==> src/rtl/sof_pkg.sv <==
package sof_pkg;

	// bus widths
	localparam int DATA_W = 32;
	localparam int SEL_W = 4;
	localparam int ADDR_W = 30;
	localparam int REG_NUM_W = 6;

	// top four address bits pick the region
	localparam logic [3:0] REGION_RAM = 4'h0;
	localparam logic [3:0] REGION_DEV = 4'hF;

	localparam logic [7:0] DEV_SLOT_BOARD = 8'd2;

	// word offsets inside the board slot
	localparam logic [REG_NUM_W-1:0] BOARD_REG_SWITCH = 6'd0;
	localparam logic [REG_NUM_W-1:0] BOARD_REG_LED = 6'd1;
	localparam logic [REG_NUM_W-1:0] BOARD_REG_IRQ_STAT = 6'd2;
	localparam logic [REG_NUM_W-1:0] BOARD_REG_IRQ_EN = 6'd3;

	localparam int SWITCH_W = 16;

	// word address, seen either as region + RAM offset or as region + slot + register
	typedef union packed {
		struct packed {
			logic [3:0] region;
			logic [ADDR_W-5:0] offset;
		} rgn;
		struct packed {
			logic [3:0] region;
			logic [11:0] unused;
			logic [7:0] slot;
			logic [REG_NUM_W-1:0] reg_num;
		} dev;
	} bus_addr_u;

endpackage

==> src/rtl/dev_if.sv <==
`timescale 1ns/1ps

interface dev_if;

	logic cs;
	logic [sof_pkg::REG_NUM_W-1:0] reg_addr;
	logic [sof_pkg::SEL_W-1:0] sel;
	logic we;
	logic [sof_pkg::DATA_W-1:0] wdata;
	logic [sof_pkg::DATA_W-1:0] rdata;
	logic ack;

	// cs is combinational from the bus strobe, ack comes back registered
	modport adapter (
		output cs, reg_addr, sel, we, wdata,
		input rdata, ack
	);

	modport device (
		input cs, reg_addr, sel, we, wdata,
		output rdata, ack
	);

endinterface

==> src/rtl/wb_if.sv <==
`timescale 1ns/1ps

interface wb_if;

	logic cyc;
	logic stb;
	logic we;
	logic [sof_pkg::SEL_W-1:0] sel;
	sof_pkg::bus_addr_u addr;
	logic [sof_pkg::DATA_W-1:0] wdata;
	logic [sof_pkg::DATA_W-1:0] rdata;
	logic ack;

	modport master (
		output cyc, stb, we, sel, addr, wdata,
		input rdata, ack
	);

	modport slave (
		input cyc, stb, we, sel, addr, wdata,
		output rdata, ack
	);

endinterface

==> src/rtl/dev_adapter.sv <==
`timescale 1ns/1ps

module dev_adapter (
	input logic clk_cpu,
	input logic rst_n_i,
	wb_if.slave bus,
	dev_if.adapter board
);

	logic hit_board;
	logic empty_req;
	logic empty_ack;

	assign hit_board = (bus.addr.dev.slot == sof_pkg::DEV_SLOT_BOARD);

	assign board.cs = bus.cyc && bus.stb && hit_board;
	assign board.reg_addr = bus.addr.dev.reg_num;
	assign board.sel = bus.sel;
	assign board.we = bus.we;
	assign board.wdata = bus.wdata;

	// slots with no device behind them
	assign empty_req = bus.cyc && bus.stb && !hit_board;

	always_ff @(posedge clk_cpu or negedge rst_n_i) begin
		if (!rst_n_i) begin
			empty_ack <= 1'b0;
		end else begin
			empty_ack <= empty_req && !empty_ack;
		end
	end

	always_comb begin
		if (hit_board) begin
			bus.rdata = board.rdata;
			bus.ack = board.ack;
		end else begin
			bus.rdata = '0;
			bus.ack = empty_ack;
		end
	end

	// the address is held until ack, so a board access never overlaps an empty-slot answer
	a_slot_excl: assert property (@(posedge clk_cpu) disable iff (!rst_n_i)
		board.cs |-> !empty_ack);

endmodule

==> src/flat_wrapper.sv <==
// flat-port wrapper written by rule: the top's interface ports become plain ports
module dev_adapter_flat 
  (clk_cpu, rst_n_i, bus_cyc, bus_stb, bus_we, bus_sel, bus_addr, bus_wdata, bus_rdata, bus_ack, board_cs, board_reg_addr, board_sel, board_we, board_wdata, board_rdata, board_ack);
  wb_if bus_i ();
  dev_if board_i ();
  input logic clk_cpu;
  input logic rst_n_i;
  input wire logic [$bits(bus_i.cyc)-1:0] bus_cyc;
  input wire logic [$bits(bus_i.stb)-1:0] bus_stb;
  input wire logic [$bits(bus_i.we)-1:0] bus_we;
  input wire logic [$bits(bus_i.sel)-1:0] bus_sel;
  input wire logic [$bits(bus_i.addr)-1:0] bus_addr;
  input wire logic [$bits(bus_i.wdata)-1:0] bus_wdata;
  output wire logic [$bits(bus_i.rdata)-1:0] bus_rdata;
  output wire logic [$bits(bus_i.ack)-1:0] bus_ack;
  output wire logic [$bits(board_i.cs)-1:0] board_cs;
  output wire logic [$bits(board_i.reg_addr)-1:0] board_reg_addr;
  output wire logic [$bits(board_i.sel)-1:0] board_sel;
  output wire logic [$bits(board_i.we)-1:0] board_we;
  output wire logic [$bits(board_i.wdata)-1:0] board_wdata;
  input wire logic [$bits(board_i.rdata)-1:0] board_rdata;
  input wire logic [$bits(board_i.ack)-1:0] board_ack;
  assign bus_i.cyc = bus_cyc;
  assign bus_i.stb = bus_stb;
  assign bus_i.we = bus_we;
  assign bus_i.sel = bus_sel;
  assign bus_i.addr = bus_addr;
  assign bus_i.wdata = bus_wdata;
  assign bus_rdata = bus_i.rdata;
  assign bus_ack = bus_i.ack;
  assign board_cs = board_i.cs;
  assign board_reg_addr = board_i.reg_addr;
  assign board_sel = board_i.sel;
  assign board_we = board_i.we;
  assign board_wdata = board_i.wdata;
  assign board_i.rdata = board_rdata;
  assign board_i.ack = board_ack;
  dev_adapter u_core (.clk_cpu(clk_cpu), .rst_n_i(rst_n_i), .bus(bus_i), .board(board_i));
endmodule
==> config.mk <==
export PLATFORM = sky130hd
export DESIGN_NAME = dev_adapter_flat
export DESIGN_NICKNAME = d
export VERILOG_FILES = /design/src/rtl/sof_pkg.sv /design/src/rtl/dev_if.sv /design/src/rtl/wb_if.sv /design/src/rtl/dev_adapter.sv /design/src/flat_wrapper.sv
export SDC_FILE = /design/constraint.sdc
export NUM_CORES = 1
export LEC_CHECK = 0
export BUFFER_PORTS_ARGS = -buffer_cell sky130_fd_sc_hd__buf_2
export CORE_MARGIN = 10
export CORE_UTILIZATION = 20
export DETAILED_ROUTE_END_ITERATION = 6
export HOLD_SLACK_MARGIN = 0.12
export PLACE_DENSITY = 0.82
export SYNTH_ARGS = -nofsm -noshare
export SYNTH_HDL_FRONTEND = slang
export SYNTH_SLANG_ARGS = --single-unit
==> constraint.sdc <==
create_clock -name clk_cpu -period 1.8 [get_ports clk_cpu]
set_clock_uncertainty 0.2 [all_clocks]
set_input_delay 0.18 -clock clk_cpu [delete_from_list [all_inputs] [get_ports clk_cpu]]
set_output_delay 0.18 -clock clk_cpu [all_outputs]
set_load 0.005 [all_outputs]
Word-level counts from Yosys, hierarchy flattened
Index checks and enable logic that the tools add are counted.
- register bits after elaboration: 1
- word-level logic and storage cells: 10
- bits of input ports: 104
- reductions and logical operators: 6
- equal/unequal tests: 1
- mux-type cells: 2
- operators with widths (cell ; count):
    $mux 32 ; 1
    $eq 8x2->1 const B ; 1
    $logic_and 1x1->1 ; 4
    $logic_not 1->1 ; 2
    $mux 1 ; 1

Logic depth before layout (Yosys ltp)
- depth after elaboration: 4
- mapped depth: 5
- depth with buffers taken out: 3

Worst setup path after synthesis
Ideal clock, no wire load.
- kind: in2out
- from: input port bus_addr[11]
- to: output port bus_ack
- stages: 4
- path slack: 0.333 ns
- required time: 1.420 ns
- data arrival time: 1.087 ns
- cell sequence: nor4_1 > and4b_1 > buf_4 > mux2_2
- cells in the longest elaborated chain, start to end: 2
- ends and longest elaborated chain (element ; line ; RTL):
    from (decl) ; flat_wrapper.sv:12 ; input wire logic [$bits(bus_i.addr)-1:0] bus_addr;
    $eq 8x2->1 ; dev_adapter.sv:14 ; assign hit_board = (bus.addr.dev.slot == sof_pkg::DEV_SLOT_BOARD);
    $mux 1 ; dev_adapter.sv:34 ; if (hit_board) begin
    to (decl) ; flat_wrapper.sv:15 ; output wire logic [$bits(bus_i.ack)-1:0] bus_ack;
Every way passes these cells.

Worst setup path after layout
Ends and elaborated chain as after synthesis.

==> flow_summary.yaml <==
floorplan:
  core_area_um2: 3050
  die_x_um: 76.4
  dieArea_um2: 5830
  die_h_um: 76.4
  io_pins: 181
  start_util_pct: 20.8
  num_rows: 20
finish:
  largest_register_ffs: 1
  area_growth_pct: 18.7
  fill_cells: 346
  largest_registers: "u_core.empty_ack (1)"
  multiInputGateArea_um2: 254
  n_antenna_cell: 0
  fin_nets: 226
  fin_area_um2: 754
  regMostFlops: "u_core.empty_ack"
  ff_latch_area_um2: 25.0
  drive_above_1_share_pct: 68.3
placed_design:
  io_buffers: 78
  placed_area_um2: 737
  dpl_worst_slack_ns: 0.101
  dp_hpwl_um: 2030
  gp_congestion: 0.800
clock_network:
  clk_latency_ns: 0
  cts_setup_buffers: 0
power:
  leakagePower_nw: 0.508
  switchingPower_uw: 15.0
  swShare_pct: 19.0
  ir_drop_v: 0.0000495
  pwr-share-clk_pct: 0
  power_frac_seq_pct: 31.5
  power.internal_uw: 63.7
  pwr-share-comb_pct: 68.5
  power.density_nw_per_um2: 104
synth:
  synth_cell_type_count: 11
  ys_ff_latch: 1
  mappedNetlistArea_um2: 636
  syn_inst: 87
  syn_nets: 191
  syn_avg_cell_area_um2: 7.31
  ys_seq_area_share_pct: 3.94
  synth_warnings: 0
drt:
  vias: 602
  via_per_inst: 3.67
  firstDrtPassIters: 2
  wl_per_cell_um: 13.6
  drc_errors: 0
  drt_iter0_markers: 8
  postRouteAntennaNets: 0
  wl_um: 2230
timing:
  final_hold_viol_count: 0
  fin_crit_sh_pct: 92.3
  tns_ns: 0
  period_needed_ns: 1.66
  rsz0062_at_grt: "no"
  fmax_mhz: 602
  worst_hold_slack_ns: 0.160
  setup_viol: 0
  worst_pin_slew_ns: 0.170
  slew-limit-headroom_pct: 88.6
  slew_violations: 0
  setup_ws_ns: 0.139
worst_setup_path:
  critPathMaxFanout: 2
  r2r-end: "u_core.empty_ack$_DFF_PN0_"
  arrival_ns: 1.28
  crit_type: "in2out"
  worstPathRequired_ns: 1.42
  r2r_cells: 1
  worstSetupStartpointType: "input port"
  reg2reg_from: "u_core.empty_ack$_DFF_PN0_"
  r2r_slack_ns: 0.99
  critPathCaptureType: "output pin"
hold_path:
  min_path_cells: 0
  hp-class: "in2out"
  hold_end: "board_wdata[16]"
  hold_start: "bus_wdata[16]"
grt:
  grt_max_degree: 35
  grt_pass1_vias: 676
  grt-ovfl-total: 0
  antenna_found_initial: 0
  grt_pass1_wl_um: 3460
  track_usage_pct: 6.92
status:
  outcome: "completed"
flow_run:
  maxCapViolCount: 0
[through the flow]
step	instances	util [%]	total power, mW
global placement	163	24.1	0.0754
CTS	164	24.5	0.0788
detailed placement	163	24.1	0.0769
finish	164	24.7	0.0787
global route	164	24.7	0.0865
floorplan	87	-	0.108
[routing by layer]
layer  global-route usage, %  up-vias  wire length (um)
li1                        -      287                 -
met1                    6.64      232               763
met2                    11.7       67               996
met3                    4.13       16               388
met4                    2.97        0                82
met5                       0        -                 0
[worst max-delay path, cell delays in order]
cell and delay [ns]:
buf_2 0.11, nor4_2 0.23, and4b_2 0.30, mux2_2 0.33
buf_2 0.13
[Yosys cell counts (all sizes together)]
| master | number | area share [%] |
|---|---|---|
| nor4 | 1 | 0.98 |
| and3 | 1 | 0.98 |
| nor3 | 1 | 0.79 |
| dfrtp | 1 | 3.9 |
| and2 | 32 | 31 |
| nand2 | 1 | 0.59 |
| buf | 47 | 57 |
| mux2 | 1 | 1.8 |
| and4b | 1 | 1.6 |
| nor2 | 1 | 0.59 |
[how the worst max path moves through the flow]
| stage | slack [ns] | from | cells after the start | to |
|---|---|---|---|---|
| floorplan | 0.33 | bus_addr[11] | 4 | bus_ack |
| global placement | 0.10 | bus_addr[11] | 5 | bus_ack |
| detailed placement | 0.10 | bus_addr[11] | 5 | bus_ack |
| CTS | 0.10 | bus_addr[11] | 5 | bus_ack |
| global route | 0.02 | bus_addr[11] | 6 | bus_rdata[10] |
| finish | 0.14 | bus_addr[11] | 5 | bus_ack |
[cell usage in the layout, fill, tap and decap left out, drive strengths merged]
cell	instances
dfrtp	1
dlygate4sd3	1
nor3	1
and3	1
mux2	1
and2	32
nor2	1
and4b	1
buf	79
nor4	1
nand2	1
[what timing repair did]
item                                    in CTS  in global routing
hold buffers                                 1                  0
hold endpoints to repair                     1                  0
resized for setup                            0                  2
endpoints found under the setup margin       0                 20
[area by class of cell]
type                    instances  area share (%)
multi-input cells              39            33.7
flip-flops and latches          1            3.32
well taps                      44            7.30
repair buffers                 80            55.7
[power by group through the flow]
stage               Clock (mW)  Sequential [mW]  Combinational, mW
floorplan                    0           0.0246             0.0836
global placement             0           0.0248             0.0506
detailed placement           0           0.0248             0.0521
CTS                          0           0.0248             0.0540
global route                 0           0.0249             0.0616
finish                       0           0.0248             0.0539
[logic make-up (layout without fill, tap and decap cells)]
logic type | count (synthesis) | in the layout | synth area share (%)
buffers and inverters | 47 | 80 | 57.3
muxes | 1 | 1 | 1.77
DFF | 1 | 1 | 3.94
and+or+nand+nor | 38 | 38 | 37.0
Note: power is estimated with default switching activity, not from simulation.
