## src/rtl/sof_pkg.sv

```systemverilog
package sof_pkg;

	// bus widths
	localparam int DATA_W = 32;
	localparam int SEL_W = 4;
	localparam int ADDR_W = 30;
	localparam int REG_NUM_W = 6;

	// top four address bits pick the region
	localparam logic [3:0] REGION_RAM = 4'h0;
	localparam logic [3:0] REGION_DEV = 4'hF;

	localparam logic [7:0] DEV_SLOT_BOARD = 8'd2;

	// word offsets inside the board slot
	localparam logic [REG_NUM_W-1:0] BOARD_REG_SWITCH = 6'd0;
	localparam logic [REG_NUM_W-1:0] BOARD_REG_LED = 6'd1;
	localparam logic [REG_NUM_W-1:0] BOARD_REG_IRQ_STAT = 6'd2;
	localparam logic [REG_NUM_W-1:0] BOARD_REG_IRQ_EN = 6'd3;

	localparam int SWITCH_W = 16;

	// word address, seen either as region + RAM offset or as region + slot + register
	typedef union packed {
		struct packed {
			logic [3:0] region;
			logic [ADDR_W-5:0] offset;
		} rgn;
		struct packed {
			logic [3:0] region;
			logic [11:0] unused;
			logic [7:0] slot;
			logic [REG_NUM_W-1:0] reg_num;
		} dev;
	} bus_addr_u;

endpackage

```

## src/rtl/wb_if.sv

```systemverilog
`timescale 1ns/1ps

interface wb_if;

	logic cyc;
	logic stb;
	logic we;
	logic [sof_pkg::SEL_W-1:0] sel;
	sof_pkg::bus_addr_u addr;
	logic [sof_pkg::DATA_W-1:0] wdata;
	logic [sof_pkg::DATA_W-1:0] rdata;
	logic ack;

	modport master (
		output cyc, stb, we, sel, addr, wdata,
		input rdata, ack
	);

	modport slave (
		input cyc, stb, we, sel, addr, wdata,
		output rdata, ack
	);

endinterface

```

## src/rtl/wb_slave_mux.sv

```systemverilog
`timescale 1ns/1ps

module wb_slave_mux (
	input logic clk_cpu,
	input logic rst_n_i,
	input logic cyc_i,
	input logic stb_i,
	input logic we_i,
	input logic [sof_pkg::ADDR_W-1:0] addr_i,
	input logic [sof_pkg::SEL_W-1:0] sel_i,
	input logic [sof_pkg::DATA_W-1:0] wdata_i,
	output logic [sof_pkg::DATA_W-1:0] rdata_o,
	output logic ack_o,
	wb_if.master ram_bus,
	wb_if.master dev_bus
);

	sof_pkg::bus_addr_u addr;
	logic hit_ram;
	logic hit_dev;
	logic miss_req;
	logic miss_ack;

	assign addr = addr_i;
	assign hit_ram = (addr.rgn.region == sof_pkg::REGION_RAM);
	assign hit_dev = (addr.rgn.region == sof_pkg::REGION_DEV);
	assign miss_req = cyc_i && stb_i && !hit_ram && !hit_dev;

	assign ram_bus.cyc = cyc_i && hit_ram;
	assign ram_bus.stb = stb_i && hit_ram;
	assign ram_bus.we = we_i;
	assign ram_bus.sel = sel_i;
	assign ram_bus.addr = addr;
	assign ram_bus.wdata = wdata_i;

	assign dev_bus.cyc = cyc_i && hit_dev;
	assign dev_bus.stb = stb_i && hit_dev;
	assign dev_bus.we = we_i;
	assign dev_bus.sel = sel_i;
	assign dev_bus.addr = addr;
	assign dev_bus.wdata = wdata_i;

	// unmapped region still completes the cycle
	always_ff @(posedge clk_cpu or negedge rst_n_i) begin
		if (!rst_n_i) begin
			miss_ack <= 1'b0;
		end else begin
			miss_ack <= miss_req && !miss_ack;
		end
	end

	always_comb begin
		if (hit_ram) begin
			rdata_o = ram_bus.rdata;
			ack_o = ram_bus.ack;
		end else if (hit_dev) begin
			rdata_o = dev_bus.rdata;
			ack_o = dev_bus.ack;
		end else begin
			rdata_o = '0;
			ack_o = miss_ack;
		end
	end

	// no slave may answer outside a bus cycle
	a_ack_in_cyc: assert property (@(posedge clk_cpu) disable iff (!rst_n_i)
		ack_o |-> cyc_i);

endmodule
```

## src/flat_wrapper.sv

```systemverilog
// flat-port wrapper written by rule: the top's interface ports become plain ports
module wb_slave_mux_flat 
  (clk_cpu, rst_n_i, cyc_i, stb_i, we_i, addr_i, sel_i, wdata_i, rdata_o, ack_o, ram_bus_cyc, ram_bus_stb, ram_bus_we, ram_bus_sel, ram_bus_addr, ram_bus_wdata, ram_bus_rdata, ram_bus_ack, dev_bus_cyc, dev_bus_stb, dev_bus_we, dev_bus_sel, dev_bus_addr, dev_bus_wdata, dev_bus_rdata, dev_bus_ack);
  wb_if ram_bus_i ();
  wb_if dev_bus_i ();
  input logic clk_cpu;
  input logic rst_n_i;
  input logic cyc_i;
  input logic stb_i;
  input logic we_i;
  input logic [sof_pkg::ADDR_W-1:0] addr_i;
  input logic [sof_pkg::SEL_W-1:0] sel_i;
  input logic [sof_pkg::DATA_W-1:0] wdata_i;
  output logic [sof_pkg::DATA_W-1:0] rdata_o;
  output logic ack_o;
  output wire logic [$bits(ram_bus_i.cyc)-1:0] ram_bus_cyc;
  output wire logic [$bits(ram_bus_i.stb)-1:0] ram_bus_stb;
  output wire logic [$bits(ram_bus_i.we)-1:0] ram_bus_we;
  output wire logic [$bits(ram_bus_i.sel)-1:0] ram_bus_sel;
  output wire logic [$bits(ram_bus_i.addr)-1:0] ram_bus_addr;
  output wire logic [$bits(ram_bus_i.wdata)-1:0] ram_bus_wdata;
  input wire logic [$bits(ram_bus_i.rdata)-1:0] ram_bus_rdata;
  input wire logic [$bits(ram_bus_i.ack)-1:0] ram_bus_ack;
  output wire logic [$bits(dev_bus_i.cyc)-1:0] dev_bus_cyc;
  output wire logic [$bits(dev_bus_i.stb)-1:0] dev_bus_stb;
  output wire logic [$bits(dev_bus_i.we)-1:0] dev_bus_we;
  output wire logic [$bits(dev_bus_i.sel)-1:0] dev_bus_sel;
  output wire logic [$bits(dev_bus_i.addr)-1:0] dev_bus_addr;
  output wire logic [$bits(dev_bus_i.wdata)-1:0] dev_bus_wdata;
  input wire logic [$bits(dev_bus_i.rdata)-1:0] dev_bus_rdata;
  input wire logic [$bits(dev_bus_i.ack)-1:0] dev_bus_ack;
  assign ram_bus_cyc = ram_bus_i.cyc;
  assign ram_bus_stb = ram_bus_i.stb;
  assign ram_bus_we = ram_bus_i.we;
  assign ram_bus_sel = ram_bus_i.sel;
  assign ram_bus_addr = ram_bus_i.addr;
  assign ram_bus_wdata = ram_bus_i.wdata;
  assign ram_bus_i.rdata = ram_bus_rdata;
  assign ram_bus_i.ack = ram_bus_ack;
  assign dev_bus_cyc = dev_bus_i.cyc;
  assign dev_bus_stb = dev_bus_i.stb;
  assign dev_bus_we = dev_bus_i.we;
  assign dev_bus_sel = dev_bus_i.sel;
  assign dev_bus_addr = dev_bus_i.addr;
  assign dev_bus_wdata = dev_bus_i.wdata;
  assign dev_bus_i.rdata = dev_bus_rdata;
  assign dev_bus_i.ack = dev_bus_ack;
  wb_slave_mux u_core (.clk_cpu(clk_cpu), .rst_n_i(rst_n_i), .cyc_i(cyc_i), .stb_i(stb_i), .we_i(we_i), .addr_i(addr_i), .sel_i(sel_i), .wdata_i(wdata_i), .rdata_o(rdata_o), .ack_o(ack_o), .ram_bus(ram_bus_i), .dev_bus(dev_bus_i));
endmodule
```

## config.mk

```make
export PLATFORM = sky130hd
export DESIGN_NAME = wb_slave_mux_flat
export DESIGN_NICKNAME = d
export VERILOG_FILES = /design/src/rtl/sof_pkg.sv /design/src/rtl/wb_if.sv /design/src/rtl/wb_slave_mux.sv /design/src/flat_wrapper.sv
export SDC_FILE = /design/constraint.sdc
export NUM_CORES = 1
export LEC_CHECK = 0
export BUFFER_PORTS_ARGS = -buffer_cell sky130_fd_sc_hd__buf_2
export CORE_AREA = 2 2 119 121
export DETAILED_ROUTE_END_ITERATION = 8
export DIE_AREA = 0 0 121 123
export PLACE_DENSITY = 0.49
export SETUP_SLACK_MARGIN = 0.3
export SYNTH_ARGS = -nofsm -noshare
export SYNTH_HDL_FRONTEND = slang
export SYNTH_SLANG_ARGS = --single-unit
```

## constraint.sdc

```tcl
create_clock -name clk_cpu -period 1.86 [get_ports clk_cpu]
set_input_delay 0 -clock clk_cpu [delete_from_list [all_inputs] [get_ports clk_cpu]]
set_output_delay 0 -clock clk_cpu [all_outputs]
set_load 0.02 [all_outputs]
```

======== Yosys cells after proc, flatten, opt, wreduce, memory -nomap -nowiden ========
Cells that the tools add are included.
cells by class
  reduce and logical (&&, ||, !) cells .... 12
  equal/unequal tests ..................... 1
  multiplexer cells ....................... 4
operators by type and width
  kind                                        count
  32-bit 2-to-1 mux                           2
  1-bit logical AND                           8
  4-bit equality test, second input constant  1
  4-bit logical NOT                           1
  1-bit logical NOT                           3
  1-bit 2-to-1 mux                            2
storage, ports and cells
  output and inout bits ................... 171
  flip-flop bits (word level) ............. 1
  input port bits ......................... 137

======== Longest topological paths before layout ========
  depth in word-level cells ............... 5
  mapped depth ............................ 4

======== Worst setup path after synthesis ========
No wires, ideal clock.
  kind .................................... input -> output
  start point ............................. input port addr_i[27] in the netlist's numbering
  end point ............................... output port ack_o
  data required time ...................... 1860 ps
  slack ................................... 895 ps
  data arrival time ....................... 965 ps
  stages .................................. 4
  cells stage by stage .................... nor4_4 > buf_6 > nand2_1 > o21ai_0
between the ends
  word-level cells in the longest chain between the ends .. 3
ends and longest elaborated chain
  element              RTL line            source
  from (decl)          flat_wrapper.sv:11  input logic [sof_pkg::ADDR_W-1:0] addr_i;
  4-bit equality test  wb_slave_mux.sv:26  assign hit_dev = (addr.rgn.region == sof_pkg::REGION_DEV);
  1-bit 2-to-1 mux     wb_slave_mux.sv:56  end else if (hit_dev) begin
  1-bit 2-to-1 mux *   wb_slave_mux.sv:53  if (hit_ram) begin
  to (decl)            flat_wrapper.sv:15  output logic ack_o;
Every way passes the cells marked *; elsewhere a longest branch is shown, timed or not.

======== Worst setup path in the final report ========
  start point ............................. input port addr_i[28] in the netlist's numbering
  end point ............................... output port rdata_o[1] in the netlist's numbering
between the ends
  word-level cells in the longest chain between the ends .. 3
ends and longest elaborated chain
  element              RTL line            source
  4-bit equality test  wb_slave_mux.sv:26
  32-bit 2-to-1 mux    wb_slave_mux.sv:56
  32-bit 2-to-1 mux *  wb_slave_mux.sv:53
  to (decl)            flat_wrapper.sv:14  output logic [sof_pkg::DATA_W-1:0] rdata_o;
Marked as above.

==> impl_metrics.yaml <==
run:
  maxCapViolCount: 0
placement:
  hpwl_mm: 4.27
  place_congestion: 0.631
  place_area_um2: 1270
  io_buffer_count: 118
worst_setup_path:
  critical_path_class: "primary input to output port"
  cp_slowest_stage_delay_ns: 0.38
  cp_max_fo: 27
  crit_slowest_cell: "and4_2"
  path_common_cell: "buf_2"
  reg2reg_slack_ns: 1.12
  required_ns: 1.86
  worst_setup_path_end_kind: "output port"
  cp.arrival_ns: 1.20
  critPathLaunchType: "primary input"
  path_cells: "buf_2, and4_2, buf_4, a22o_2, buf_2"
sta:
  finalSetupTns_ns: 0
  tightestPinTransition_ns: 0.272
  setup_viol: 0
  period_minus_slack_ns: 1.20
  relSlewSlack_pct: 81.9
  fmax_mhz: 833
  rsz0062_at_grt: "no"
  finalMaxSlewViolations: 0
  fin_crit_sh_pct: 64.6
  clock_skew_ns: 0
  final-hold-violation-count: 0
yosys:
  ys_ff_latch: 1
  syn-num-nets: 322
  yosysWarnings: 0
  synth.avg_cell_area_um2: 8.02
  syn-cell-area_um2: 1480
  synthCells: 185
  synth.yosys.seq_area_share_pct: 1.69
  synth_area_leaders: "buf_4, a22o_2, a22o_1"
  synth_cell_types: 13
  synth_top_area_share_pct: 67.8
  yosys.area.top_type: "buf_4"
drt:
  via_count: 1055
  drc: 0
  dr.pass1.iters: 2
  ant_nets: 0
  drt_iter0_drc: 21
  via_per_inst: 3.06
  drt-wirelength-per-cell_um: 13.8
  drt-total-wl_mm: 4.78
finish:
  largest_register_ff_count: 1
  biggestRegsByFlops: "u_core.miss_ack (1)"
  num_antenna_cells: 0
  areaGrowthSynthToFinish_pct: -13.9
  fin_nets: 304
  regMostFlops: "u_core.miss_ack"
  final_core_util_pct: 9.39
  layout_common_cells: "buf_2, a22o_2, a22o_1, and2_1, nand2_1"
  layout-drive-gt1-share_pct: 90.3
  fin_area_um2: 1280
  layout_commonest_cell: "buf_2"
power:
  power.leakage_nw: 0.698
  p_comb_share_pct: 89.9
  seqPwrFrac_pct: 10.1
  vdd.ir_drop.worst_mv: 0.117
  p_sw_mw: 0.112
  switching_share_pct: 46.7
  p_per_area_nw_per_um2: 188
  p_total_mw: 0.240
  internal_power_mw: 0.128
  clockPowerShare_pct: 0
global_route:
  grt_start_max_net_pins: 38
  overflow: 0
  grt_pass1_wl_mm: 6.08
  grt_usage_pct: 5.42
  antenna_found_initial: 0
  grt_pass1_vias: 1060
clocking:
  cts_resized: 0
  worstSkewPairLatency_ns: 0
worst_hold_path:
  hold_path.class: "primary input to output port"
die:
  dieArea_um2: 14900
  boundaryPins: 308
  rows: 43
  core_area_um2: 13600
  die_y_um: 123
  start_util_pct: 10.9
  die_width_um: 121
status:
  status: "finished, final reports clean"
path summary, 6_finish.rpt:
check	start	endpoint	depth (start not counted)
worst min register to register	u_core.miss_ack$_DFF_PN0_	u_core.miss_ack$_DFF_PN0_	1
worst min-delay path	addr_i[7]	dev_bus_addr[7]	0
worst max register to register	u_core.miss_ack$_DFF_PN0_	u_core.miss_ack$_DFF_PN0_	1
worst max-delay path	addr_i[28]	rdata_o[1]	5
max in group asynchronous	rst_n_i	u_core.miss_ack$_DFF_PN0_	2
min in group asynchronous	rst_n_i	u_core.miss_ack$_DFF_PN0_	2
critical path: cells and delay by family:
kind                   cells  cell delay, ns
buffers and inverters      3            0.61
and+or+nand+nor            1            0.38
AOI/OAI and AO/OA          1            0.20
synth_stat cells (all sizes together):
master  number
a22o        32
o21ai        1
buf        141
nor4         2
and2         4
mux2i        1
nand2        2
and4         1
dfrtp        1
metal layers:
metal / vias to the layer above / track usage, % / wire length [um]
met5: - / 0 / 0
met4: 0 / 4.36 / 428
met3: 53 / 1.43 / 649
met2: 109 / 10.8 / 2360
met1: 446 / 4.42 / 1340
li1: 447 / - / -
per-stage QoR:
stage,setup WS (ns),hold WS (ns),cells
floorplan,0.895,-0.296,185
global placement,0.676,-0.225,344
detailed placement,0.624,-0.224,344
CTS,0.620,0.000200,345
global route,0.548,0.0000293,345
finish,0.659,0.00000877,345
area by class of cell:
| class | count | area, um2 |
|---|---|---|
| Multi-Input combinational cell | 43 | 399 |
| Timing Repair Buffer | 121 | 628 |
| Sequential cell | 1 | 25.0 |
| Fill cell | 1576 | 12300 |
| Tap cell | 180 | 225 |
power by group through the flow:
stage	Combinational [mW]	Sequential, mW	Clock, mW
final	0.215	0.0242	0
after global routing	0.232	0.0243	0
after CTS	0.219	0.0242	0
after detailed placement	0.217	0.0242	0
after global placement	0.213	0.0242	0
after floorplan	0.500	0.0239	0
timing repair:
item	4_1_cts	5_1_grt
buffers inserted	0	0
endpoints found under the hold margin	1	0
hold buffers	1	0
logic make-up (layout without fill, tap and decap cells):
group / after synthesis / in the layout / synth area share, %
buffers and inverters: 141 / 121 / 71.4
AO/OA/AOI/OAI: 33 / 33 / 21.5
AND/OR/NAND/NOR: 9 / 9 / 4.72
multiplexers: 1 / 1 / 0.675
flip-flops: 1 / 1 / 1.69
(Power assumes the default switching activity.)
