$ cat src/rtl/sof_pkg.sv
package sof_pkg;

	// bus widths
	localparam int DATA_W = 32;
	localparam int SEL_W = 4;
	localparam int ADDR_W = 30;
	localparam int REG_NUM_W = 6;

	// top four address bits pick the region
	localparam logic [3:0] REGION_RAM = 4'h0;
	localparam logic [3:0] REGION_DEV = 4'hF;

	localparam logic [7:0] DEV_SLOT_BOARD = 8'd2;

	// word offsets inside the board slot
	localparam logic [REG_NUM_W-1:0] BOARD_REG_SWITCH = 6'd0;
	localparam logic [REG_NUM_W-1:0] BOARD_REG_LED = 6'd1;
	localparam logic [REG_NUM_W-1:0] BOARD_REG_IRQ_STAT = 6'd2;
	localparam logic [REG_NUM_W-1:0] BOARD_REG_IRQ_EN = 6'd3;

	localparam int SWITCH_W = 16;

	// word address, seen either as region + RAM offset or as region + slot + register
	typedef union packed {
		struct packed {
			logic [3:0] region;
			logic [ADDR_W-5:0] offset;
		} rgn;
		struct packed {
			logic [3:0] region;
			logic [11:0] unused;
			logic [7:0] slot;
			logic [REG_NUM_W-1:0] reg_num;
		} dev;
	} bus_addr_u;

endpackage

$ cat src/rtl/dev_if.sv
`timescale 1ns/1ps

interface dev_if;

	logic cs;
	logic [sof_pkg::REG_NUM_W-1:0] reg_addr;
	logic [sof_pkg::SEL_W-1:0] sel;
	logic we;
	logic [sof_pkg::DATA_W-1:0] wdata;
	logic [sof_pkg::DATA_W-1:0] rdata;
	logic ack;

	// cs is combinational from the bus strobe, ack comes back registered
	modport adapter (
		output cs, reg_addr, sel, we, wdata,
		input rdata, ack
	);

	modport device (
		input cs, reg_addr, sel, we, wdata,
		output rdata, ack
	);

endinterface

$ cat src/rtl/board_regs.sv
`timescale 1ns/1ps

module board_regs (
	input logic clk_cpu,
	input logic rst_n_i,
	dev_if.device dev,
	input logic [sof_pkg::SWITCH_W-1:0] switch_i,
	output logic [sof_pkg::SWITCH_W-1:0] led_o,
	output logic irq_o
);

	logic [sof_pkg::SWITCH_W-1:0] sw_meta;
	logic [sof_pkg::SWITCH_W-1:0] sw_sync;
	logic [sof_pkg::SWITCH_W-1:0] sw_reg;
	logic sw_chg;
	logic irq_stat;
	logic irq_en;
	logic req;
	logic wr;
	logic [sof_pkg::DATA_W-1:0] rd_word;

	assign req = dev.cs && !dev.ack;
	assign wr = req && dev.we;

	// two-flop synchroniser, then the readable copy
	always_ff @(posedge clk_cpu or negedge rst_n_i) begin
		if (!rst_n_i) begin
			sw_meta <= '0;
			sw_sync <= '0;
			sw_reg <= '0;
			sw_chg <= 1'b0;
		end else begin
			sw_meta <= switch_i;
			sw_sync <= sw_meta;
			sw_reg <= sw_sync;
			sw_chg <= (sw_sync != sw_reg);
		end
	end

	always_ff @(posedge clk_cpu or negedge rst_n_i) begin
		if (!rst_n_i) begin
			led_o <= '0;
			irq_en <= 1'b0;
			irq_stat <= 1'b0;
			dev.ack <= 1'b0;
		end else begin
			dev.ack <= req;
			if (wr && dev.reg_addr == sof_pkg::BOARD_REG_LED) begin
				if (dev.sel[0]) begin
					led_o[7:0] <= dev.wdata[7:0];
				end
				if (dev.sel[1]) begin
					led_o[15:8] <= dev.wdata[15:8];
				end
			end
			if (wr && dev.reg_addr == sof_pkg::BOARD_REG_IRQ_EN && dev.sel[0]) begin
				irq_en <= dev.wdata[0];
			end
			// a new change wins over a clear in the same cycle
			if (sw_chg) begin
				irq_stat <= 1'b1;
			end else if (wr && dev.reg_addr == sof_pkg::BOARD_REG_IRQ_STAT
					&& dev.sel[0] && dev.wdata[0]) begin
				irq_stat <= 1'b0;
			end
		end
	end

	always_comb begin
		case (dev.reg_addr)
			sof_pkg::BOARD_REG_SWITCH:
				rd_word = {{(sof_pkg::DATA_W-sof_pkg::SWITCH_W){1'b0}}, sw_reg};
			sof_pkg::BOARD_REG_LED:
				rd_word = {{(sof_pkg::DATA_W-sof_pkg::SWITCH_W){1'b0}}, led_o};
			sof_pkg::BOARD_REG_IRQ_STAT:
				rd_word = {{(sof_pkg::DATA_W-1){1'b0}}, irq_stat};
			sof_pkg::BOARD_REG_IRQ_EN:
				rd_word = {{(sof_pkg::DATA_W-1){1'b0}}, irq_en};
			default:
				rd_word = '0;
		endcase
	end

	always_ff @(posedge clk_cpu) begin
		if (req) begin
			dev.rdata <= rd_word;
		end
	end

	assign irq_o = irq_stat && irq_en;

endmodule

$ cat src/flat_wrapper.sv
// flat-port wrapper written by rule: the top's interface ports become plain ports
module board_regs_flat 
  (clk_cpu, rst_n_i, switch_i, led_o, irq_o, dev_cs, dev_reg_addr, dev_sel, dev_we, dev_wdata, dev_rdata, dev_ack);
  dev_if dev_i ();
  input logic clk_cpu;
  input logic rst_n_i;
  input logic [sof_pkg::SWITCH_W-1:0] switch_i;
  output logic [sof_pkg::SWITCH_W-1:0] led_o;
  output logic irq_o;
  input wire logic [$bits(dev_i.cs)-1:0] dev_cs;
  input wire logic [$bits(dev_i.reg_addr)-1:0] dev_reg_addr;
  input wire logic [$bits(dev_i.sel)-1:0] dev_sel;
  input wire logic [$bits(dev_i.we)-1:0] dev_we;
  input wire logic [$bits(dev_i.wdata)-1:0] dev_wdata;
  output wire logic [$bits(dev_i.rdata)-1:0] dev_rdata;
  output wire logic [$bits(dev_i.ack)-1:0] dev_ack;
  assign dev_i.cs = dev_cs;
  assign dev_i.reg_addr = dev_reg_addr;
  assign dev_i.sel = dev_sel;
  assign dev_i.we = dev_we;
  assign dev_i.wdata = dev_wdata;
  assign dev_rdata = dev_i.rdata;
  assign dev_ack = dev_i.ack;
  board_regs u_core (.clk_cpu(clk_cpu), .rst_n_i(rst_n_i), .dev(dev_i), .switch_i(switch_i), .led_o(led_o), .irq_o(irq_o));
endmodule
$ cat config.mk
export PLATFORM = sky130hd
export DESIGN_NAME = board_regs_flat
export DESIGN_NICKNAME = d
export VERILOG_FILES = /design/src/rtl/sof_pkg.sv /design/src/rtl/dev_if.sv /design/src/rtl/board_regs.sv /design/src/flat_wrapper.sv
export SDC_FILE = /design/constraint.sdc
export NUM_CORES = 1
export LEC_CHECK = 0
export BUFFER_PORTS_ARGS = -buffer_cell sky130_fd_sc_hd__clkbuf_2
export CORE_MARGIN = 4
export CORE_UTILIZATION = 39
export DETAILED_ROUTE_END_ITERATION = 10
export GPL_ROUTABILITY_DRIVEN = 0
export GPL_TIMING_DRIVEN = 0
export PLACE_DENSITY = 0.65
export SYNTH_ARGS = -nofsm -noshare
export SYNTH_HDL_FRONTEND = slang
export SYNTH_SLANG_ARGS = --single-unit
$ cat constraint.sdc
create_clock -name clk_cpu -period 4.5 [get_ports clk_cpu]
set_input_delay 1.125 -clock clk_cpu [delete_from_list [all_inputs] [get_ports clk_cpu]]
set_output_delay 1.125 -clock clk_cpu [all_outputs]
set_load 0.1 [all_outputs]
# ---- Word level (Yosys, flattened, before mapping)
# Cells that the tools add are included.
dict set report totals {
  reg_bits 100
  inputBits 62
  output_inout_bits 50
}
dict set report classes {
  n_eq_ne 4
  muxes 3
  reduce_logical 14
}
# operator count
set op_table {}
lappend op_table {{$pmux 16 s4} 1}
lappend op_table {{$ne 16x16->1} 1}
lappend op_table {{$eq 6x2->1 const B} 2}
lappend op_table {{$logic_and 1x1->1} 9}
lappend op_table {{$eq 6x1->1 const B} 1}
lappend op_table {{$logic_not 6->1} 1}
lappend op_table {{$reduce_and 2->1} 2}
lappend op_table {{$mux 1} 2}
lappend op_table {{$reduce_bool 2->1} 1}
lappend op_table {{$logic_not 1->1} 1}

# ---- Logic depth before layout (Yosys ltp)
# Gate-level depths: netlist (run 1).
dict set report depth {
  ltp_word 8
  depth_mapped 5
  ltp_nobuf 3
}

# ---- Worst setup path before layout (run 1)
# No wires, ideal clock.
dict set report synth_path {
  path_type {input -> register}
  from {in dev_cs}
  to {reg u_core.dev.rdata[0] (enable)}
  setup_ns 0.392
  t_arrival_ns 1.914
  t_required_ns 4.108
  setup_slack_ns 2.194
  cell_stages 1
  cell_sequence {nor2b_1}
}
dict set report synth_between {
  elab_chain_cells 1
}
# item line
set synth_lines {}
lappend synth_lines {{from (decl)} flat_wrapper.sv:10} ;# input wire logic [$bits(dev_i.cs)-1:0] dev_cs;
lappend synth_lines {{$logic_and 1x1->1} board_regs.sv:22} ;# assign req = dev.cs && !dev.ack;
lappend synth_lines {{to (signal assigned)} board_regs.sv:86} ;# dev.rdata <= rd_word;
lappend synth_lines {{to (decl)} dev_if.sv:21} ;# output rdata, ack
# Every way passes these cells.
# A chain may end at the register's enable or synchronous reset.

# ---- Final worst setup path (run 1)
dict set report layout_path {
  from {reg u_core.irq_stat}
  to {out irq_o}
}
dict set report layout_between {
  elab_chain_cells 1
}
# item line
set layout_lines {}
lappend layout_lines {{from (decl)} board_regs.sv:16} ;# logic irq_stat;
lappend layout_lines {{from (signal assigned)} board_regs.sv:44} ;# irq_stat <= 1'b0;
lappend layout_lines {{from (signal assigned)} board_regs.sv:61} ;# irq_stat <= 1'b1;
lappend layout_lines {{from (signal assigned)} board_regs.sv:64} ;# irq_stat <= 1'b0;
lappend layout_lines {{$logic_and 1x1->1} board_regs.sv:90} ;# assign irq_o = irq_stat && irq_en;
lappend layout_lines {{to (decl)} flat_wrapper.sv:9} ;# output logic irq_o;
# Every way passes these cells.

==> out/metrics.cfg, run 1 <==
[synth]
syn_area_mm2=0.00299
synth_top_area_share_pct=56.9
async_flop_share_pct=81.0
synth-edff-count=16
synth.ff_latch_count=84
ys_seq_area_share_pct=73.0
yosys_warnings=0
yosysTopAreaCell=dfrtp_1
postSynthAreaPerCell_um2=17.3
synth_cells=173
ys.flop_type=dfrtp_1
synth.distinct_cells=22
netlist_top_cells_area=dfrtp_1 57%, edfxtp_1 16%, mux2_2 6.4%

[clock_tree]
cts_buffers=9
cts_buffer_depth=2
worst_skew_pair.late_latency_ns=0.34
h-tree-depth=3
holdBufCountCts=0
cts_resized=0
clkSinkCount=84
cts_tree=built
post_cts_buffers=0
path_clk_slew_ns=0.08
cts-root-buf=clkbuf_8

[floorplan]
die_y_um=95.5
rows=31
die_x_um=95.5
initial_utilization_pct=40.6
die_area_mm2=0.00913
core_area_mm2=0.00737
ios=112

[route]
vias=1617
routed_via_density=4.26
drt_first_pass_iters=4
wirelength_um=5120
post_drt_wl_per_cell_um=13.5
drc=0
drt_iter0_markers=44
ant_nets=0

[global_routing]
groute.usage.overall_pct=11.8
grt.overflow.total=0
antenna_found_initial=0
grt_max_degree=69
grt_pass1_vias=1638
grt_pass1_wl_um=7940

[timing]
worst_pin_slew_ns=0.904
max_freq_mhz=415
fin_crit_sh_pct=53.5
hold_violations=0
tns_ns=0
finClkSkew_ns=0.00954
rsz0062_at_grt=false
setup_viol=0
maxSlewViolCount=0
timing.slew.headroom_pct=39.7
period_minus_slack_ns=2.41
layout_setup_ws_ns=2.09

[worst_setup_path]
cp_data_arrival_time_ns=1.28
crit_required_ns=3.38
crit_type=register to output pin
critPathLaunchType=register
cp-end-kind=output pin
cp_max_fo=3

[finish]
drive_above_1_share_pct=48.4
layout_common_cells=77 x clkbuf_2, 68 x dfrtp_1, 17 x buf_4, 17 x mux2_2
layout_commonest_cell=clkbuf_2
layout.nets=338
syn2layout_area_growth_pct=25.1
num_antenna_cells=0

[power]
p_leak_nw=1.85
ir_worst_vdd_uv=139
p_per_area_mw_per_mm2=413

[run]
maxCapViolCount=0

[placed_design]
dp_hpwl_um=3780
dpl_worst_slack_ns=1.87
io_buffers=77

[min_path]
hold_class=register to register

[run_status]
outcome=complete, no violations

kinds of logic after synthesis:
kind of cell	share of synthesized area [%]
buffers and inverters	4.81
AOI/OAI and AO/OA	4.65
DFF	73.0
xor gates and xnor gates	4.69
and+or+nand+nor	5.57
muxes	7.16
other	0.125
where the power goes:
group	switching, mW	internal [mW]	total (mW)
combinational	0.189	0.0456	0.235
sequential	0.0188	0.809	0.828
clock	0.273	0.209	0.482
total	0.481	1.06	1.55
cell usage after synthesis, types with 2 or more instances:
master    count
buf_4        17
nor2b_1       3
mux2_2       17
nand4_1       3
nand4_2       2
a22o_1       15
dfrtp_1      68
xor2_1       16
nor4_1        4
edfxtp_1     16
path summary, 6_finish.rpt:
check / startpoint / to / slack, ns / cells past startpoint
setup / recovery: u_core.irq_stat$_DFFE_PN0P_ / irq_o / 2.09 / 2
hold / removal: u_core.sw_meta[13]$_DFF_PN0_ / u_core.sw_sync[13]$_DFF_PN0_ / 0.35 / 0
setup reg to reg: u_core.dev.ack$_DFF_PN0_ / u_core.led_o[6]$_DFFE_PN0P_ / 2.97 / 3
hold reg to reg: u_core.sw_meta[13]$_DFF_PN0_ / u_core.sw_sync[13]$_DFF_PN0_ / 0.35 / 0
max in group asynchronous: rst_n_i / u_core.led_o[13]$_DFFE_PN0P_ / 2.99 / 1
min in group asynchronous: rst_n_i / u_core.sw_sync[2]$_DFF_PN0_ / 0.92 / 1
final cells by class:
class                           count  area [um^2]
Timing Repair Buffer               77          388
Buffer                             19          144
Clock buffer                        9          124
Fill cell                         647         3630
Tap cell                           99          124
Sequential cell                    84         2180
Clock inverter                      7         56.3
Multi-Input combinational cell     85          722
critical path, cell delays in order, from the launching register on:
cell      delay [ns]
dfrtp_1         0.37
and2_1          0.13
clkbuf_2        0.45
per-stage QoR:
| stage | hold slack (ns) | utilization, % | instance area [um^2] | instances | total power, mW |
|---|---|---|---|---|---|
| 6_report | 0.352 | 50.7 | 3740 | 380 | 1.55 |
| 5_1_grt | 0.359 | 50.7 | 3740 | 380 | 1.61 |
| 4_1_cts | 0.354 | 50.7 | 3740 | 380 | 1.56 |
| 3_5_place_dp | 0.335 | 48.3 | 3560 | 364 | 1.08 |
| 3_3_place_gp | 0.332 | 48.2 | 3550 | 364 | 1.08 |
| 2_1_floorplan | 0.331 | - | 3050 | 188 | 1.03 |
layer usage:
metal / GRT usage [%] / part of all wire (%) / vias to the layer above
li1: - / - / 793
met1: 15.5 / 45 / 754
met2: 17.4 / 45 / 65
met3: 3.08 / 8.8 / 5
met4: 6.99 / 1.3 / 0
met5: 0 / 0 / -
Power figures use the tool's default switching activity.
==> inputs of run 2 (changes only) <==
PLACE_DENSITY = 0.67   (was 0.65)
clock period = 2.1 ns   (was 4.5 ns; I/O delays follow)
==> out/metrics.cfg, run 2 (synthesis results as in run 1) <==
[timing]
worst_pin_slew_ns=0.896
layout_setup_ws_ns=0.279
hold_violations=0
max_freq_mhz=549
maxSlewViolCount=0
period_minus_slack_ns=1.82
fin_crit_sh_pct=86.7
finClkSkew_ns=0.00976
rsz0062_at_grt=false
timing.slew.headroom_pct=40.3
setup_viol=0

[power]
p_per_area_mw_per_mm2=904
switching_share_pct=29.9
seqPwrFrac_pct=52.1
power_switching_mw=1.02
p_clk_share_pct=33.0
p_leak_nw=1.85
ir_worst_vdd_uv=369
total_power_mw=3.41
p_int_mw=2.39
p_comb_share_pct=14.9

[global_routing]
antenna_found_initial=0
groute.usage.overall_pct=11.8
grt_pass1_wl_um=7810
grt_pass1_vias=1615
grt_max_degree=69
grt.overflow.total=0

[worst_setup_path]
cp_max_fo=3
crit_required_ns=1.57
cp-end-kind=output pin
cp_data_arrival_time_ns=1.30
crit_type=register to output pin
critPathLaunchType=register

[route]
drc=0
post_drt_wl_per_cell_um=13.8
vias=1659
ant_nets=0
drt_iter0_markers=42
drt_first_pass_iters=4
routed_via_density=4.35
wirelength_um=5250

[floorplan]
die_area_mm2=0.00913
initial_utilization_pct=40.6
ios=112
die_x_um=95.5
rows=31
die_y_um=95.5
core_area_mm2=0.00737

[clock_tree]
clkSinkCount=84
path_clk_slew_ns=0.08
cts_buffer_depth=2
cts_buffers=9
holdBufCountCts=0
h-tree-depth=3
post_cts_buffers=0
cts-root-buf=clkbuf_8
cts_tree=built
worst_skew_pair.late_latency_ns=0.35
cts_resized=0

[finish]
layout.nets=339
num_antenna_cells=0
layout_common_cells=77 x clkbuf_2, 68 x dfrtp_1, 17 x buf_4, 17 x mux2_2
fin_area_mm2=0.00377
syn2layout_area_growth_pct=26.1
layout_commonest_cell=clkbuf_2
drive_above_1_share_pct=48.2

[run]
maxCapViolCount=0

[placed_design]
dpl_worst_slack_ns=0.0939
dp_hpwl_um=3930
io_buffers=77
postPlaceCellArea_mm2=0.00357

[min_path]
hold_class=input pin to register

[run_status]
outcome=complete, no violations

==> run 2: final cells by class <==
| type | count | area [um^2] |
|---|---|---|
| Buffer | 19 | 144 |
| Clock buffer | 9 | 124 |
| Clock inverter | 7 | 76.3 |
| Fill cell | 648 | 3600 |
| Multi-Input combinational cell | 85 | 719 |
| Sequential cell | 84 | 2180 |
| Tap cell | 99 | 124 |
| Timing Repair Buffer | 78 | 399 |
==> run 2: worst paths after layout <==
| kind | start | endpoint | depth (start not counted) | slack (ns) |
|---|---|---|---|---|
| worst min register to register | u_core.sw_meta[4]$_DFF_PN0_ | u_core.sw_sync[4]$_DFF_PN0_ | 0 | 0.35 |
| worst max-delay path | u_core.irq_stat$_DFFE_PN0P_ | irq_o | 2 | 0.28 |
| worst min-delay path | switch_i[3] | u_core.sw_meta[3]$_DFF_PN0_ | 1 | 0.28 |
| max in group asynchronous | rst_n_i | u_core.sw_reg[6]$_DFF_PN0_ | 1 | 1.20 |
| worst max register to register | u_core.dev.ack$_DFF_PN0_ | u_core.dev.rdata[12]$_DFFE_PN_ | 2 | 0.60 |
| min in group asynchronous | rst_n_i | u_core.led_o[8]$_DFFE_PN0P_ | 1 | 0.31 |
==> run 2: metal layers <==
metal	global-route usage [%]	vias up	part of all wire (%)
met1	14.7	785	42
li1	-	799	-
met3	3.63	10	8.0
met5	0	-	0
met2	18.1	65	48
met4	6.75	0	2.1
==> run 2: power groups by stage <==
stage	Clock, mW	Sequential [mW]	Combinational (mW)
after CTS	1.16	1.78	0.512
final	1.13	1.77	0.507
after global routing	1.23	1.78	0.531
after detailed placement	0	1.81	0.511
after floorplan	0	1.99	0.204
after global placement	0	1.81	0.504
==> run 2: critical path, cell delays in order (launching register included) <==
cell      delay, ns
dfrtp_1        0.37
and2_1         0.13
clkbuf_2       0.45
==> run 2: metrics by stage <==
stage                     TNS, ns  hold WS [ns]  util, %  cells
after floorplan                 0         0.229        -    188
after global placement      -1.15         0.332     48.2    364
after detailed placement        0         0.335     48.4    365
after CTS                       0         0.262     51.1    381
after global routing            0         0.251     51.1    381
final                           0         0.278     51.1    381
